<file path="config.mk">
export PLATFORM = sky130hd
export DESIGN_NAME = fetch_top
export DESIGN_NICKNAME = d
export VERILOG_FILES = /design/src/common/fetch_pkg.sv /design/src/common/mem_pkg.sv /design/src/ifu/branch_predecode.sv /design/src/ifu/ifu.sv /design/src/icache/icache.sv /design/src/source/fetch_top.sv
export SDC_FILE = /design/constraint.sdc
export NUM_CORES = 2
export LEC_CHECK = 0
export ABC_CLOCK_PERIOD_IN_PS = 20500
export BUFFER_PORTS_ARGS = -buffer_cell sky130_fd_sc_hd__buf_2
export CAP_MARGIN = 20
export CORE_MARGIN = 2
export CORE_UTILIZATION = 56
export DETAILED_ROUTE_END_ITERATION = 10
export PLACE_DENSITY = 0.86
export SETUP_SLACK_MARGIN = 0.5
export SLEW_MARGIN = 5
export SYNTH_ARGS = -nofsm -noshare
export SYNTH_HDL_FRONTEND = slang
export SYNTH_HIERARCHICAL = 1
export SYNTH_SLANG_ARGS = --single-unit
</file>
<file path="constraint.sdc">
create_clock -name clk -period 20.5 [get_ports clk]
set_input_delay 6.15 -clock clk [delete_from_list [all_inputs] [get_ports clk]]
set_output_delay 6.15 -clock clk [all_outputs]
set_load 0.02 [all_outputs]
</file>
<file path="src/common/fetch_pkg.sv">
package fetch_pkg;

	// ****************************************
	// basic fetch types
	// ****************************************

	// byte address at full rv64 width
	typedef logic [63:0] addr_t;

	// one 32-bit instruction word
	typedef logic [31:0] inst_t;

	// boot address loaded by reset
	localparam addr_t RESET_PC = 64'h0000_0000_8000_0000;

	// opcodes the predecoder looks for
	localparam logic [6:0] OPC_JAL    = 7'b1101111;
	localparam logic [6:0] OPC_BRANCH = 7'b1100011;

	// predecode outcome
	typedef enum logic [1:0] {
		none,
		branch_taken,
		jump
	} pred_kind_t;

	// ****************************************
	// stage interfaces
	// ****************************************

	// 97-bit bundle handed to decode
	typedef struct packed {
		addr_t pc;
		inst_t inst;
		logic  pred_taken;
	} fetch_bundle_t;

	// redirect from execute
	// valid stays high for a single cycle
	typedef struct packed {
		logic  valid;
		addr_t target;
	} redirect_t;

endpackage

</file>
<file path="src/common/mem_pkg.sv">
package mem_pkg;

	// ****************************************
	// icache geometry
	// ****************************************

	// four words per line, 16 bytes
	localparam int WORDS_PER_LINE = 4;
	localparam int NUM_LINES      = 16;

	// address split: tag | index | offset
	localparam int OFFSET_BITS = $clog2(WORDS_PER_LINE * 4);
	localparam int INDEX_BITS  = $clog2(NUM_LINES);
	localparam int TAG_BITS    = 64 - INDEX_BITS - OFFSET_BITS;

	// one full line of data
	typedef logic [WORDS_PER_LINE*32-1:0] line_t;

	// ****************************************
	// refill handshake payloads
	// ****************************************

	// line-aligned address of the missing line
	typedef struct packed {
		fetch_pkg::addr_t line_addr;
	} refill_req_t;

	// whole line returned with the ack
	typedef struct packed {
		line_t data;
	} refill_resp_t;

endpackage

</file>
<file path="src/ifu/branch_predecode.sv">
module branch_predecode (
	input  fetch_pkg::addr_t      pc,
	input  fetch_pkg::inst_t      inst,
	output fetch_pkg::pred_kind_t kind,
	output fetch_pkg::addr_t      next_pc
);
	import fetch_pkg::*;

	logic  is_jal;
	logic  is_branch;
	addr_t imm_b;
	addr_t imm_j;

	// jal has no funct3
	assign is_jal = (inst[6:0] == OPC_JAL);

	// the six conditional branches
	// funct3 010 and 011 are reserved
	always_comb begin
		is_branch = 1'b0;
		if (inst[6:0] == OPC_BRANCH) begin
			case (inst[14:12])
				3'b000, 3'b001, 3'b100, 3'b101, 3'b110, 3'b111: is_branch = 1'b1;
				default: is_branch = 1'b0;
			endcase
		end
	end

	// b-type immediate, sign from bit 31
	assign imm_b = {{52{inst[31]}}, inst[7], inst[30:25], inst[11:8], 1'b0};

	// j-type immediate
	assign imm_j = {{44{inst[31]}}, inst[19:12], inst[20], inst[30:21], 1'b0};

	// static rule: backward branch taken
	// forward branch falls through
	always_comb begin
		if (is_jal) begin
			kind = jump;
		end else if (is_branch && inst[31]) begin
			kind = branch_taken;
		end else begin
			kind = none;
		end
	end

	// predicted successor
	always_comb begin
		case (kind)
			jump:         next_pc = pc + imm_j;
			branch_taken: next_pc = pc + imm_b;
			default:      next_pc = pc + 64'd4;
		endcase
	end

endmodule

</file>
<file path="src/ifu/ifu.sv">
module ifu (
	input  logic                     clk,
	input  logic                     rst,
	input  fetch_pkg::redirect_t     redirect,
	output logic                     fetch_valid,
	input  logic                     fetch_ready,
	output fetch_pkg::fetch_bundle_t fetch_out,
	output fetch_pkg::addr_t         lookup_pc,
	input  logic                     hit,
	input  fetch_pkg::inst_t         hit_inst
);
	import fetch_pkg::*;

	addr_t      pc_q;
	addr_t      next_pc;
	pred_kind_t kind;
	inst_t      cur_inst;
	inst_t      hold_inst;
	logic       hold_valid;
	logic       accept;

	// ****************************************
	// lookup and offer
	// ****************************************

	assign lookup_pc = pc_q;

	// held word wins over the live cache output
	// a refill can replace the line while decode stalls
	assign cur_inst = hold_valid ? hold_inst : hit_inst;

	branch_predecode u_predecode (
		.pc      (pc_q),
		.inst    (cur_inst),
		.kind    (kind),
		.next_pc (next_pc)
	);

	// nothing offered in the redirect cycle
	assign fetch_valid = (hit || hold_valid) && !redirect.valid;
	assign accept      = fetch_valid && fetch_ready;

	always_comb begin
		fetch_out.pc         = pc_q;
		fetch_out.inst       = cur_inst;
		fetch_out.pred_taken = (kind != none);
	end

	// ****************************************
	// program counter
	// ****************************************

	// priority: redirect, accept, hold
	always_ff @(posedge clk) begin
		if (rst) begin
			pc_q <= RESET_PC;
		end else if (redirect.valid) begin
			pc_q <= redirect.target;
		end else if (accept) begin
			pc_q <= next_pc;
		end
	end

	// stall capture
	always_ff @(posedge clk) begin
		if (rst) begin
			hold_valid <= 1'b0;
		end else if (redirect.valid || accept) begin
			hold_valid <= 1'b0;
		end else if (fetch_valid) begin
			hold_valid <= 1'b1;
		end
	end

	// first stalled cycle latches the word
	always_ff @(posedge clk) begin
		if (fetch_valid && !fetch_ready && !hold_valid) begin
			hold_inst <= hit_inst;
		end
	end

endmodule

</file>
<file path="src/icache/icache.sv">
module icache (
	input  logic                  clk,
	input  logic                  rst,
	input  fetch_pkg::addr_t      lookup_pc,
	output logic                  hit,
	output fetch_pkg::inst_t      hit_inst,
	output logic                  mem_req,
	output mem_pkg::refill_req_t  mem_req_data,
	input  logic                  mem_ack,
	input  mem_pkg::refill_resp_t mem_resp
);
	import fetch_pkg::*;
	import mem_pkg::*;

	// refill handshake phases
	typedef enum logic [1:0] {
		st_idle,
		st_request,
		st_release
	} refill_state_t;

	logic                   valid_q [NUM_LINES];
	logic [TAG_BITS-1:0]    tag_q   [NUM_LINES];
	line_t                  data_q  [NUM_LINES];

	logic [INDEX_BITS-1:0]  lookup_index;
	logic [TAG_BITS-1:0]    lookup_tag;
	logic [OFFSET_BITS-3:0] lookup_word;
	line_t                  lookup_line;

	refill_state_t          state_q;
	addr_t                  fill_addr_q;
	logic [INDEX_BITS-1:0]  fill_index;
	logic [TAG_BITS-1:0]    fill_tag;
	logic                   start_miss;
	logic                   fill_write;

	// ****************************************
	// lookup
	// ****************************************

	assign lookup_index = lookup_pc[OFFSET_BITS +: INDEX_BITS];
	assign lookup_tag   = lookup_pc[OFFSET_BITS+INDEX_BITS +: TAG_BITS];
	// bits [1:0] are always zero for rv64 without compressed
	assign lookup_word  = lookup_pc[OFFSET_BITS-1:2];
	assign lookup_line  = data_q[lookup_index];

	// combinational from the registered arrays
	assign hit      = valid_q[lookup_index] && (tag_q[lookup_index] == lookup_tag);
	assign hit_inst = lookup_line[32*lookup_word +: 32];

	// ****************************************
	// refill fsm
	// ****************************************

	// new request only once the previous ack is gone
	assign start_miss = (state_q == st_idle) && !hit && !mem_ack;

	// line lands on the edge that samples ack
	assign fill_write = (state_q == st_request) && mem_ack;

	always_ff @(posedge clk) begin
		if (rst) begin
			state_q <= st_idle;
		end else begin
			case (state_q)
				st_idle: begin
					if (start_miss) begin
						state_q <= st_request;
					end
				end
				st_request: begin
					if (mem_ack) begin
						state_q <= st_release;
					end
				end
				st_release: begin
					// wait for memory to drop ack
					if (!mem_ack) begin
						state_q <= st_idle;
					end
				end
				default: state_q <= st_idle;
			endcase
		end
	end

	// line address frozen for the whole request
	always_ff @(posedge clk) begin
		if (start_miss) begin
			fill_addr_q <= {lookup_pc[63:OFFSET_BITS], {OFFSET_BITS{1'b0}}};
		end
	end

	assign fill_index = fill_addr_q[OFFSET_BITS +: INDEX_BITS];
	assign fill_tag   = fill_addr_q[OFFSET_BITS+INDEX_BITS +: TAG_BITS];

	assign mem_req                = (state_q == st_request);
	assign mem_req_data.line_addr = fill_addr_q;

	// ****************************************
	// arrays
	// ****************************************

	// valid bits cleared on reset
	always_ff @(posedge clk) begin
		if (rst) begin
			for (int i = 0; i < NUM_LINES; i++) begin
				valid_q[i] <= 1'b0;
			end
		end else if (fill_write) begin
			valid_q[fill_index] <= 1'b1;
		end
	end

	// tag and data follow the valid bit
	always_ff @(posedge clk) begin
		if (fill_write) begin
			tag_q[fill_index]  <= fill_tag;
			data_q[fill_index] <= mem_resp.data;
		end
	end

endmodule

</file>
<file path="src/source/fetch_top.sv">
module fetch_top (
	input  logic                     clk,
	input  logic                     rst,
	input  fetch_pkg::redirect_t     redirect,
	output logic                     fetch_valid,
	input  logic                     fetch_ready,
	output fetch_pkg::fetch_bundle_t fetch_out,
	output logic                     mem_req,
	output mem_pkg::refill_req_t     mem_req_data,
	input  logic                     mem_ack,
	input  mem_pkg::refill_resp_t    mem_resp
);
	import fetch_pkg::*;

	// ifu to icache lookup path
	addr_t lookup_pc;
	logic  hit;
	inst_t hit_inst;

	// ****************************************
	// fetch unit
	// ****************************************

	ifu u_ifu (
		.clk         (clk),
		.rst         (rst),
		.redirect    (redirect),
		.fetch_valid (fetch_valid),
		.fetch_ready (fetch_ready),
		.fetch_out   (fetch_out),
		.lookup_pc   (lookup_pc),
		.hit         (hit),
		.hit_inst    (hit_inst)
	);

	// ****************************************
	// instruction cache
	// ****************************************

	icache u_icache (
		.clk          (clk),
		.rst          (rst),
		.lookup_pc    (lookup_pc),
		.hit          (hit),
		.hit_inst     (hit_inst),
		.mem_req      (mem_req),
		.mem_req_data (mem_req_data),
		.mem_ack      (mem_ack),
		.mem_resp     (mem_resp)
	);

endmodule

</file>
==> run summary <==
=====================================================================================
Run status                                                               complete, but fails checks
Failing checks                                                           design-rule violations
Minimum period implied by the final worst setup slack                        13.93 ns
Max Fanout on Critical Path                                                        47
R2R setup slack                                                               9.71 ns
Clock tree from TritonCTS                                                         yes
Max-cap check violation count                                                       0
Hold violation count in the final report                                            0
Critical R2R Capture                                                     u_ifu/lookup_pc[62]$_SDFFE_PP0P_
Number of nets in the layout                                                     6790
Number of remaining DRC errors                                                      1
Pin count of the biggest net entering global routing                              150
Worst IR drop on VDD                                                         149.6 µV
Core Region                                                                0.2245 mm²
Die Span X                                                                   478.9 µm
Global routing usage on met2                                                   53.77%
GR Overflow Total                                                                   0
Hold Crit Class                                                          flip-flop to flip-flop
Clock skew after layout                                                    0.08600 ns
PortBufs                                                                          355
Filler Cell Count                                                               13940
Layout cell share with drive strength beyond 1                                 28.87%
Category of the critical setup timing path                               flip-flop to output port
Peak-usage layer in the global routing report                                    met2
Length in cells of the worst reg-to-reg path                                       23
Setup-violating endpoint count in the final report                                  0
Number of antenna violations at the first check in global routing                  81
Crit path required time                                                      14.35 ns
CTS Root Cell                                                            sky130_fd_sc_hd__clkbuf_16
Max Freq                                                                    71.79 MHz
Total negative setup slack                                                       0 ns
Register clock-pin slew on the reported worst setup and hold paths            0.06 ns
Routability Congestion                                                         0.9570
RSZ-0062 raised after global routing                                               no
Hold Path Origin                                                         u_icache/valid_q[14]$_DFF_P_
Worst-case hold path end point                                           u_icache/valid_q[14]$_DFF_P_
Leakage power figure                                                       0.04461 µW
WL per Instance                                                              39.37 µm
Setup bufs post-CTS                                                                 0
Data arrival time at the worst-slack endpoint                                 7.78 ns
Vias in the first global route                                                  69100
Final count of pins violating max slew                                              0
Starting density of the core                                                   56.27%
Count of routing violations after the opening detailed-route iteration          12340
Wire length of the first global-routing pass                                 536.2 mm
Area used by sequential logic in the layout                               0.09285 mm²
Total standard cell area after synthesis                                   0.1263 mm²
Number of cells in the finished layout apart from fillers                        9781
Power per standard cell area                                             101.0 mW/mm²
Yosys warnings                                                                      6
Source-to-sink clock delay at the later pin of the worst-skew pair            0.99 ns
First-pass iteration count of the detailed router                                  11
Antenna Nets Post-Route                                                             0
Worst Hold Slack                                                            0.4715 ns
Maximum level of the CTS H-tree                                                     5
Transition time at the pin with the least slew margin                        1.299 ns
Met3 capacity usage during global routing                                      8.295%
Launch instance of the worst register-to-register path                   u_ifu/lookup_pc[4]$_SDFFE_PP0P_
GRT Resource Usage Total                                                       33.45%
Post-CTS Resized                                                                    0
Ratio of final minimum period to clock period                                  67.95%
Kind of start point of the critical path                                    flip-flop
Multi-input logic area                                                    0.03115 mm²
Gate Count Post-Synth                                                            6076
Worst hold path depth                                                               2
Met1 GRT Util                                                                  40.26%
Total CTS buffers                                                                 315
Via/cell ratio                                                                  7.133
Chip Height                                                                  478.9 µm
Deepest clock path buffer count                                                     4
Headroom to the max-slew limit                                                 13.19%
Post-synthesis average cell area                                            20.79 µm²
Number of buffers inserted for hold repair after clock tree synthesis               0
Half-perimeter wire length after placement                                   210.6 mm
Total via count after detailed routing                                          69770
Full die area                                                              0.2294 mm²
Count of placed standard cells including taps                                    9200
Top-level I/O count                                                               360
Standard-cell row count                                                           174
Clock sink count                                                                 3119
Wirelength, routed                                                           385.0 mm
Synthesis-to-layout area growth                                                11.70%
Kind of capture point of the worst setup path                             output port
=====================================================================================
## power breakdown
group	switching (µW)	total [µW]	internal (µW)
logic	895	1410	519
clock network	2420	5690	3270
registers	86.5	7140	7060
total	3400	14200	10800
## worst max-delay path by stage
| stage | start | endpoint | slack, ns | cells past startpoint |
|---|---|---|---|---|
| floorplan | mem_ack | u_icache/data_q[0][0]$_DFFE_PP_ | 0.51 | 3 |
| global placement | redirect[64] | fetch_valid | 7.05 | 3 |
| detailed placement | redirect[64] | fetch_valid | 7.09 | 3 |
| CTS | u_ifu/lookup_pc[4]$_SDFFE_PP0P_ | fetch_out[11] | 6.67 | 9 |
| global route | u_ifu/lookup_pc[4]$_SDFFE_PP0P_ | fetch_out[0] | 6.44 | 12 |
| finish | u_ifu/lookup_pc[5]$_SDFFE_PP0P_ | fetch_valid | 6.57 | 13 |
## critical path: stages, from the launching register on
cell and delay (ns):
sky130_fd_sc_hd__dfxtp_4 0.69, sky130_fd_sc_hd__buf_4 0.71, sky130_fd_sc_hd__buf_4 0.77, sky130_fd_sc_hd__buf_4 0.65, sky130_fd_sc_hd__mux4_2 0.38, sky130_fd_sc_hd__o32ai_1 0.09
sky130_fd_sc_hd__nor2_1 0.14, sky130_fd_sc_hd__a21oi_1 0.10, sky130_fd_sc_hd__nor4_1 0.93, sky130_fd_sc_hd__nand4_1 0.29, sky130_fd_sc_hd__nor3_2 0.58, sky130_fd_sc_hd__nor2_1 0.19
sky130_fd_sc_hd__nor2_1 0.86, sky130_fd_sc_hd__buf_2 0.33
## layout by cell type, fill, tap and decap left out, drive strengths merged, types with 48 or more instances in the layout
| master | n |
|---|---|
| xor2 | 77 |
| a21oi | 139 |
| ha | 63 |
| mux2i | 199 |
| nor2 | 159 |
| a211oi | 87 |
| nor3 | 90 |
| mux4 | 845 |
| edfxtp | 3036 |
| clkbuf | 379 |
| o21ai | 102 |
| xnor2 | 93 |
| buf | 520 |
| dfxtp | 83 |
| mux2 | 48 |
| clkinv | 111 |
| nand2 | 196 |
## sequential cells by signal, summed over array words and instances (netlist names)
name and count:
u_icache/mem_req_data 60, u_icache/valid_q 16, u_ifu/hold_valid 1, u_icache/data_q 2048
u_ifu/lookup_pc 64, u_icache/state_q 2, u_icache/tag_q 896, u_ifu/hold_inst 32
## area by class of cell
| cell class | count | share of cell area [%] |
|---|---|---|
| diodes | 39 | 0.06918 |
| repair buffers | 520 | 2.293 |
| well taps | 2992 | 2.654 |
| clock buffers | 379 | 5.870 |
| clock inverters | 159 | 1.136 |
| inverters | 28 | 0.07805 |
| flip-flops and latches | 3119 | 65.82 |
| multi-input cells | 2545 | 22.08 |
## metal layers
layer | routed length [µm] | up-vias
met5 | 297 | -
met3 | 48900 | 1458
met4 | 31790 | 46
met2 | 186300 | 6565
met1 | 117700 | 35480
li1 | - | 26220
## through the flow
stage	setup WS, ns	util (%)	area (µm²)	total power (µW)
2_1_floorplan	0.5060	-	126300	8131
3_3_place_gp	7.047	58.36	131000	8565
3_5_place_dp	7.093	58.36	131000	8611
4_1_cts	6.667	62.76	140900	14220
5_1_grt	6.445	62.83	141000	14510
6_report	6.570	62.85	141100	14250
No activity file was read; power rests on OpenSTA's default activity.
